===== config.mk =====
export PLATFORM = sky130hd
export DESIGN_NAME = lsq_top
export DESIGN_NICKNAME = d
export VERILOG_FILES = /design/src/common/lsq_pkg.sv /design/src/store_queue/store_queue.sv /design/src/load_queue/load_queue.sv /design/src/source/mem_issue.sv /design/src/source/lsq_top.sv
export SDC_FILE = /design/constraint.sdc
export NUM_CORES = 2
export LEC_CHECK = 0
export ABC_AREA = 1
export BUFFER_PORTS_ARGS = -buffer_cell sky130_fd_sc_hd__buf_2
export CAP_MARGIN = 20
export CORE_UTILIZATION = 35
export CTS_BUF_LIST = sky130_fd_sc_hd__clkbuf_2 sky130_fd_sc_hd__clkbuf_4 sky130_fd_sc_hd__clkbuf_8
export DETAILED_ROUTE_END_ITERATION = 12
export PLACE_DENSITY = 0.6
export SLEW_MARGIN = 20
export SYNTH_ARGS = -nofsm -noshare
export SYNTH_HDL_FRONTEND = slang
export SYNTH_SLANG_ARGS = --single-unit

===== constraint.sdc =====
create_clock -name clock -period 12.3 [get_ports clock]
set_input_delay 1.23 -clock clock [delete_from_list [all_inputs] [get_ports clock]]
set_output_delay 1.23 -clock clock [all_outputs]
set_load 0.005 [all_outputs]

===== src/common/lsq_pkg.sv =====
/*
 * Load/store queue shared definitions
 * Widths, queue depths, pointer types and dispatch opcodes
 */
package lsq_pkg;

	//////////////////////////////////////////////////
	// Widths and depths
	//////////////////////////////////////////////////
	localparam int DATA_WIDTH    = 64;
	localparam int LQ_DEPTH      = 8;
	localparam int SQ_DEPTH      = 8;
	localparam int TAG_WIDTH     = 6;   // Physical register tag
	localparam int ROB_IDX_WIDTH = 5;
	localparam int LQ_IDX_WIDTH  = $clog2(LQ_DEPTH);
	localparam int SQ_IDX_WIDTH  = $clog2(SQ_DEPTH);

	//////////////////////////////////////////////////
	// Types
	//////////////////////////////////////////////////
	typedef logic [DATA_WIDTH-1:0]    data_t;      // Data word or address
	typedef logic [TAG_WIDTH-1:0]     tag_t;
	typedef logic [ROB_IDX_WIDTH-1:0] rob_idx_t;

	// Queue pointers carry one wrap bit above the entry index
	typedef logic [LQ_IDX_WIDTH:0] lq_ptr_t;
	typedef logic [SQ_IDX_WIDTH:0] sq_ptr_t;

	// Operation handed over at dispatch
	typedef enum logic [1:0] {
		mem_op_none  = 2'd0,
		mem_op_load  = 2'd1,
		mem_op_store = 2'd2
	} mem_op_e;

endpackage


===== src/store_queue/store_queue.sv =====
/*
 * Store queue
 * Circular buffer of stores with head, commit and tail pointers.
 * Committed stores at the head go to the memory issue logic in order
 */
`timescale 1ns/100ps

module store_queue import lsq_pkg::*; (
	input  logic    clock,
	input  logic    reset,
	input  logic    disp_valid,
	input  mem_op_e disp_op,
	input  data_t   disp_base,
	input  data_t   disp_offset,
	input  data_t   disp_store_data,
	input  logic    commit_store,
	input  logic    mispredict,
	input  logic    st_issue,
	output logic    sq_full,
	output sq_ptr_t sq_head,
	output sq_ptr_t sq_tail,
	output logic    st_pending,
	output data_t   st_addr,
	output data_t   st_data
);

	data_t   addr_q [SQ_DEPTH];   // Effective addresses
	data_t   data_q [SQ_DEPTH];
	sq_ptr_t commit_ptr;          // Oldest uncommitted store
	sq_ptr_t commit_next;
	logic    disp_store;
	logic    [SQ_IDX_WIDTH-1:0] head_idx;
	logic    [SQ_IDX_WIDTH-1:0] tail_idx;

	assign head_idx = sq_head[SQ_IDX_WIDTH-1:0];
	assign tail_idx = sq_tail[SQ_IDX_WIDTH-1:0];

	// A dispatch in the flush cycle belongs to the wrong path
	assign disp_store = disp_valid && (disp_op == mem_op_store) && !mispredict;

	// Commit only steps over stores that are in the queue
	assign commit_next = (commit_store && (commit_ptr != sq_tail)) ?
		sq_ptr_t'(commit_ptr + 1'b1) : commit_ptr;

	//////////////////////////////////////////////////
	// Pointers
	//////////////////////////////////////////////////
	always_ff @(posedge clock) begin
		if (reset) begin
			sq_head    <= '0;
			commit_ptr <= '0;
			sq_tail    <= '0;
		end else begin
			commit_ptr <= commit_next;
			if (st_issue) begin
				sq_head <= sq_head + 1'b1;   // Write sent, entry free
			end
			if (mispredict) begin
				// Roll back over every uncommitted store
				sq_tail <= commit_next;
			end else if (disp_store) begin
				sq_tail <= sq_tail + 1'b1;
			end
		end
	end

	//////////////////////////////////////////////////
	// Entry storage
	//////////////////////////////////////////////////
	always_ff @(posedge clock) begin
		if (disp_store) begin
			addr_q[tail_idx] <= disp_base + disp_offset;
			data_q[tail_idx] <= disp_store_data;
		end
	end

	// Head is committed but not yet written
	assign st_pending = (sq_head != commit_ptr);
	assign st_addr    = addr_q[head_idx];
	assign st_data    = data_q[head_idx];

	// Same index, opposite wrap bit
	assign sq_full = (head_idx == tail_idx) &&
		(sq_head[SQ_IDX_WIDTH] != sq_tail[SQ_IDX_WIDTH]);

endmodule


===== src/load_queue/load_queue.sv =====
/*
 * Load queue
 * Holds loads in program order, waits for older stores to drain,
 * sends the head load to memory and broadcasts its data on the CDB
 */
`timescale 1ns/100ps

module load_queue import lsq_pkg::*; (
	input  logic     clock,
	input  logic     reset,
	input  logic     disp_valid,
	input  mem_op_e  disp_op,
	input  data_t    disp_base,
	input  data_t    disp_offset,
	input  tag_t     disp_dest_tag,
	input  rob_idx_t disp_rob_idx,
	input  sq_ptr_t  sq_head,
	input  sq_ptr_t  sq_tail,
	input  logic     mispredict,
	input  logic     ld_issue,
	input  logic     mem_resp_valid,
	input  data_t    mem_rdata,
	output logic     lq_full,
	output logic     ld_pending,
	output data_t    ld_addr,
	output logic     cdb_valid,
	output tag_t     cdb_tag,
	output data_t    cdb_data,
	output rob_idx_t cdb_rob_idx
);

	data_t    addr_q    [LQ_DEPTH];
	tag_t     tag_q     [LQ_DEPTH];
	rob_idx_t rob_q     [LQ_DEPTH];
	sq_ptr_t  sq_mark_q [LQ_DEPTH];   // Store tail seen at dispatch
	lq_ptr_t  head;
	lq_ptr_t  tail;
	logic     [LQ_IDX_WIDTH-1:0] head_idx;
	logic     [LQ_IDX_WIDTH-1:0] tail_idx;
	logic     head_issued;   // Head read sent, data not back yet
	logic     discard;       // Swallow response of a flushed read
	logic     disp_load;
	sq_ptr_t  older_stores;
	sq_ptr_t  sq_count;
	logic     head_eligible;

	assign head_idx  = head[LQ_IDX_WIDTH-1:0];
	assign tail_idx  = tail[LQ_IDX_WIDTH-1:0];
	assign disp_load = disp_valid && (disp_op == mem_op_load) && !mispredict;

	//////////////////////////////////////////////////
	// Store ordering check
	//////////////////////////////////////////////////
	// Distance from sq_head to the head load's mark. Once sq_head has
	// moved past the mark this distance exceeds the store count
	assign older_stores  = sq_mark_q[head_idx] - sq_head;
	assign sq_count      = sq_tail - sq_head;
	assign head_eligible = (older_stores == '0) || (older_stores > sq_count);

	assign ld_pending = (head != tail) && !head_issued && head_eligible;
	assign ld_addr    = addr_q[head_idx];
	assign lq_full    = (head_idx == tail_idx) &&
		(head[LQ_IDX_WIDTH] != tail[LQ_IDX_WIDTH]);

	//////////////////////////////////////////////////
	// Control
	//////////////////////////////////////////////////
	always_ff @(posedge clock) begin
		if (reset) begin
			head        <= '0;
			tail        <= '0;
			head_issued <= 1'b0;
			discard     <= 1'b0;
			cdb_valid   <= 1'b0;
		end else begin
			cdb_valid <= 1'b0;
			if (mispredict) begin
				head        <= tail;   // Drop every load
				head_issued <= 1'b0;
				// A read already sent still returns data
				discard <= ((discard || head_issued) && !mem_resp_valid) || ld_issue;
			end else begin
				if (disp_load) begin
					tail <= tail + 1'b1;
				end
				if (ld_issue) begin
					head_issued <= 1'b1;
				end
				if (mem_resp_valid) begin
					if (discard) begin
						discard <= 1'b0;
					end else if (head_issued) begin
						cdb_valid   <= 1'b1;
						head        <= head + 1'b1;
						head_issued <= 1'b0;
					end
				end
			end
		end
	end

	// Entry storage and CDB payload
	always_ff @(posedge clock) begin
		if (disp_load) begin
			addr_q[tail_idx]    <= disp_base + disp_offset;
			tag_q[tail_idx]     <= disp_dest_tag;
			rob_q[tail_idx]     <= disp_rob_idx;
			sq_mark_q[tail_idx] <= sq_tail;
		end
		if (mem_resp_valid) begin
			cdb_data    <= mem_rdata;
			cdb_tag     <= tag_q[head_idx];
			cdb_rob_idx <= rob_q[head_idx];
		end
	end

endmodule


===== src/source/mem_issue.sv =====
/*
 * Memory issue
 * Picks the committed store or else the eligible load,
 * registers the request and tracks the single outstanding read
 */
`timescale 1ns/100ps

module mem_issue import lsq_pkg::*; (
	input  logic  clock,
	input  logic  reset,
	input  logic  st_pending,
	input  data_t st_addr,
	input  data_t st_data,
	input  logic  ld_pending,
	input  data_t ld_addr,
	input  logic  mem_resp_valid,
	output logic  st_issue,
	output logic  ld_issue,
	output logic  mem_req,
	output logic  mem_write,
	output data_t mem_addr,
	output data_t mem_wdata
);

	logic busy;       // Read outstanding
	logic mem_idle;

	// Memory frees up in the cycle its read data returns
	assign mem_idle = !busy || mem_resp_valid;

	// Stores win over loads
	assign st_issue = mem_idle && st_pending;
	assign ld_issue = mem_idle && ld_pending && !st_pending;

	always_ff @(posedge clock) begin
		if (reset) begin
			mem_req   <= 1'b0;
			mem_write <= 1'b0;
			busy      <= 1'b0;
		end else begin
			mem_req   <= st_issue || ld_issue;
			mem_write <= st_issue;
			if (ld_issue) begin
				busy <= 1'b1;
			end else if (mem_resp_valid) begin
				busy <= 1'b0;
			end
		end
	end

	// Request payload
	always_ff @(posedge clock) begin
		if (st_issue) begin
			mem_addr  <= st_addr;
			mem_wdata <= st_data;
		end else if (ld_issue) begin
			mem_addr <= ld_addr;
		end
	end

endmodule


===== src/source/lsq_top.sv =====
/*
 * Load/store queue top level
 * Connects the load queue, the store queue and the memory issue logic
 */
`timescale 1ns/100ps

module lsq_top import lsq_pkg::*; (
	input  logic     clock,
	input  logic     reset,
	input  logic     disp_valid,
	input  mem_op_e  disp_op,
	input  data_t    disp_base,
	input  data_t    disp_offset,
	input  data_t    disp_store_data,
	input  tag_t     disp_dest_tag,
	input  rob_idx_t disp_rob_idx,
	input  logic     commit_store,
	input  logic     mispredict,
	input  logic     mem_resp_valid,
	input  data_t    mem_rdata,
	output logic     lsq_full,
	output logic     mem_req,
	output logic     mem_write,
	output data_t    mem_addr,
	output data_t    mem_wdata,
	output logic     cdb_valid,
	output tag_t     cdb_tag,
	output data_t    cdb_data,
	output rob_idx_t cdb_rob_idx
);

	logic    lq_full;
	logic    sq_full;
	sq_ptr_t sq_head;
	sq_ptr_t sq_tail;
	logic    st_pending;
	data_t   st_addr;
	data_t   st_data;
	logic    st_issue;
	logic    ld_pending;
	data_t   ld_addr;
	logic    ld_issue;

	assign lsq_full = lq_full || sq_full;

	load_queue i_load_queue (
		.clock          (clock),
		.reset          (reset),
		.disp_valid     (disp_valid),
		.disp_op        (disp_op),
		.disp_base      (disp_base),
		.disp_offset    (disp_offset),
		.disp_dest_tag  (disp_dest_tag),
		.disp_rob_idx   (disp_rob_idx),
		.sq_head        (sq_head),
		.sq_tail        (sq_tail),
		.mispredict     (mispredict),
		.ld_issue       (ld_issue),
		.mem_resp_valid (mem_resp_valid),
		.mem_rdata      (mem_rdata),
		.lq_full        (lq_full),
		.ld_pending     (ld_pending),
		.ld_addr        (ld_addr),
		.cdb_valid      (cdb_valid),
		.cdb_tag        (cdb_tag),
		.cdb_data       (cdb_data),
		.cdb_rob_idx    (cdb_rob_idx)
	);

	store_queue i_store_queue (
		.clock           (clock),
		.reset           (reset),
		.disp_valid      (disp_valid),
		.disp_op         (disp_op),
		.disp_base       (disp_base),
		.disp_offset     (disp_offset),
		.disp_store_data (disp_store_data),
		.commit_store    (commit_store),
		.mispredict      (mispredict),
		.st_issue        (st_issue),
		.sq_full         (sq_full),
		.sq_head         (sq_head),
		.sq_tail         (sq_tail),
		.st_pending      (st_pending),
		.st_addr         (st_addr),
		.st_data         (st_data)
	);

	mem_issue i_mem_issue (
		.clock          (clock),
		.reset          (reset),
		.st_pending     (st_pending),
		.st_addr        (st_addr),
		.st_data        (st_data),
		.ld_pending     (ld_pending),
		.ld_addr        (ld_addr),
		.mem_resp_valid (mem_resp_valid),
		.st_issue       (st_issue),
		.ld_issue       (ld_issue),
		.mem_req        (mem_req),
		.mem_write      (mem_write),
		.mem_addr       (mem_addr),
		.mem_wdata      (mem_wdata)
	);

endmodule


==> impl_results.md <==
- Yosys Warn Count: 0
- Area share of the largest cell type after synthesis: 72.69%
- Via density: 5.259
- Setup crit end kind: flop
- Die area: 221300 um^2
- Max-slew headroom: around 24%
- Routability-driven placement congestion ratio: 0.9250
- Final Cycle Share: a little under half
- Initial antenna violation count: 30
- Hold-critical path depth: 1
- Run status: finished with violations
- Crit path DAT: 6120 ps
- Die X: 470.4 um
- Max_cap viols: 0
- Kind of critical path: reg -> reg
- Detailed placement HPWL: 129.4 mm
- Slowest-stage cell, CP: dfxtp_4
- CP peak stage delay: 820 ps
- Clk buf depth: 4
- Clock Power Share: 31.3%
- Cells on worst reg2reg path: 22
- H-tree levels: 5
- Slew @ Worst Pin: 1132 ps
- Total negative slack: 0 ps
- Fillers: about 20k
- Sequential power share: 46.9%
- Routed metal-1 wire length: 97.53 mm
- DR pass1 iterations: 6
- Pwr dens: 196.1 nW/um^2
- Min-delay src: mem_rdata[54]
- Register area share after synthesis: about three quarters
- Postcts setup bufs: 0
- Mapped Nets: 6388
- DRT iter0 DRCs: around 4.3k
- Failing checks: antenna violations
- Psw: 5.495 mW
- Syn Inst Count: around 6.0k
- Layout overhead on the synthesized area: 15.21%
- Vias: 51.02k
- Vias in the first global route: 49.48k
- Count of hold-fix buffers inserted at cts: 0
- Crit-path most repeated cell: nand2_1
- Most common cell after layout, fill and taps aside: edfxtp_1
- VDD IR-drop max: 0.1766 mV
- Root Driver: clkbuf_8
- Initial core utilization: a little over a third
- Detailed-route wire length: ~220 mm
- Comb pwr share: 21.8%
- WP data required: 12860 ps
- Post-route ant nets: 1
- Share of post-route cells with drive strength above 1: 17.03%
- Top Layer Used: met5
- Post_cts resized: 0
- Hold Fails Final Rpt: 0
- Largest net degree at the start of global routing: around 210
- Register area: 56490 um^2
- Ys flop type: edfxtp_1
- Final cell count without fillers: about 9.7k
- # rows: 171
- Internal: ~12 mW
- Reg-to-reg endpoint: i_mem_issue.mem_addr[30]$_DFFE_PP_
- CTS tree: yes
- Placeable core area: 217600 um^2
- Clk Latency, worst-skew pair: 1030 ps
- WL met2: about 100 mm
- Commonest cells after routing, fill and taps aside: edfxtp_1, nor2_1, o21ai_0, buf_2, clkbuf_8
- Max Slew Vio Count: 0
- Hold Crit Class: in -> reg
- CP Cell Sequence: buf_12, o21ai_0, o22ai_1, inv_1, o21ai_0, ha_1, nand3b_1, nand2_1, nand2_1, nand2_1, inv_1, nand2_1, nand2_1, inv_1, ha_1, nand2_1, o21ai_0, o21ai_0, nand2_1, nand2_1, nand2_4, buf_4
- Routed length per instance: 22.77 um
- Sw frac: 31.68%
- Port-buffer cells: 481
- Reg2Reg Setup Slack: 6740 ps
- EDFF count, synth: between 1.5k and 2k
- Crit path time final: between 5000 and 6000 ps
- Main area contributors after synthesis: edfxtp_1, nor2_1, o21ai_0, o22ai_1, nand2_1
- Die Y-Extent: 470.4 um
- Startpoint types: flop
- Cts bufs inserted: 331
- Cell taking the most area after synthesis: edfxtp_1
- Leakage: 30.22 nW
- # setup viols final: 0
- Worst-path clk slew: 60 ps
- Final nets: 6961
- DRC viols: 0
- Max Clock Freq: between 150 and 200 MHz
- Critical path fanouts, max: around 210
- Cell Area, Synth: around 77000 um^2
- Multi-input logic area: 18280 um^2
- DP Cell Count: 9123
- Boundary pin count: 482
- WL met3: 16.39 mm
- Library cells used by synthesis: 50
- First-pass GRT wire length: 322.4 mm
- Unrepaired setup endpoints after global routing: false
- Share of flip-flops with an asynchronous set or reset: 0%
- Final clock skew: a little over 100 ps
- Clk sink count: between 1.5k and 2k
- Hold EP: i_load_queue.cdb_data[54]$_DFFE_PP_
- #FFs+latches synth: 1891
- Total Routing Usage GR: 19.39%
- Avg Inst Size Synth: 12.73 um^2
- Final global-route overflow total: 0
[Yosys cell counts, drive strengths merged (19+ instances only)]
master / instances
clkbuf: 188
nand3: 92
dfxtp: 32
nor2: 1480
o32ai: 128
xnor2: 19
xor2: 40
nand2: 328
ha: 78
o22ai: 232
o221ai: 29
buf: 149
a21oi: 113
nor3: 24
o21ai: 907
a31oi: 78
edfxtp: 1859
inv: 200
[critical path, delay by kind of cell, from the launching register on]
kind,cells,cell delay (ps)
AO/OA/AOI/OAI,5,930
buffers and inverters,5,1600
adder cells (fa/ha/maj),2,580
flip-flops,1,820
AND/OR/NAND/NOR,10,1090
[power by group through the flow]
| stage | clock network [mW] | registers [mW] | logic [mW] |
|---|---|---|---|
| 2_1_floorplan | 0 | 8.05 | 2.30 |
| 3_3_place_gp | 0 | 8.28 | 3.73 |
| 3_5_place_dp | 0 | 8.28 | 3.78 |
| 4_1_cts | 5.56 | 8.16 | 3.80 |
| 5_1_grt | 5.82 | 8.17 | 4.15 |
| 6_report | 5.43 | 8.14 | 3.78 |
[kinds of logic (layout without fill, tap and decap cells)]
group,after synthesis,in the layout,share of synthesized area [%]
simple gates,1956,1956,9.968
flops,1891,1891,73.53
compound gates,1506,1506,11.51
mux,1,1,0.01303
buf+inv,538,1339,2.960
other cells,0,15,0
fa+ha+maj,81,81,1.349
xor+xnor,59,59,0.6729
[routing by layer]
layer,vias to the layer above,track usage (%)
met5,-,0
met3,399,4.172
li1,23250,-
met1,25360,26.74
met4,36,5.970
met2,1980,30.51
[how the worst max path moves through the flow]
stage	startpoint	end	slack, ps	cells past startpoint
floorplan	disp_op[0]	i_store_queue.addr_q[4][0]$_DFFE_PP_	1170	5
global placement	flop	i_mem_issue.mem_addr[12]$_DFFE_PP_	6380	22
detailed placement	flop	i_mem_issue.mem_addr[13]$_DFFE_PP_	6690	22
CTS	flop	i_mem_issue.mem_addr[42]$_DFFE_PP_	6630	22
global route	flop	i_mem_issue.mem_addr[30]$_DFFE_PP_	6250	22
finish	flop	i_mem_issue.mem_addr[30]$_DFFE_PP_	6740	22
[registers in the layout, summed over array words and instances, names as in the netlist, 4 cells and up, named ones only]
signal and count:
i_load_queue.rob_q 40, i_load_queue.cdb_rob_idx 5, i_mem_issue.mem_wdata 64, i_mem_issue.mem_addr 64
i_load_queue.cdb_data 64, i_store_queue.commit_ptr 4, i_load_queue.sq_mark_q 32, i_load_queue.tag_q 48
i_load_queue.cdb_tag 6, i_store_queue.addr_q 512, i_load_queue.tail 4, i_load_queue.head 4
i_load_queue.addr_q 512, i_store_queue.sq_tail 4, i_store_queue.data_q 512, i_store_queue.sq_head 4
[cell type report]
type	instances	share of cell area, %
Sequential cell	1891	63.85
Multi-Input combinational cell	3603	20.66
Clock buffer	443	6.170
Tap cell	2854	4.036
Timing Repair Buffer	577	3.637
Inverter	201	0.8867
Clock inverter	118	0.7128
Antenna cell	15	0.04243
[stage by stage]
stage	utilization (%)	worst slack, ps	cell area [um^2]	hold WS, ps	power, mW
after global placement	37.79	6385	82240	478.0	12.02
after floorplan	-	1166	76790	458.4	10.35
after CTS	40.60	6629	88340	279.7	17.51
after global routing	40.65	6246	88440	338.3	18.13
after detailed placement	37.80	6686	82260	494.9	12.07
final	40.66	6735	88470	410.6	17.35
Note: power is estimated with default switching activity, not from simulation.
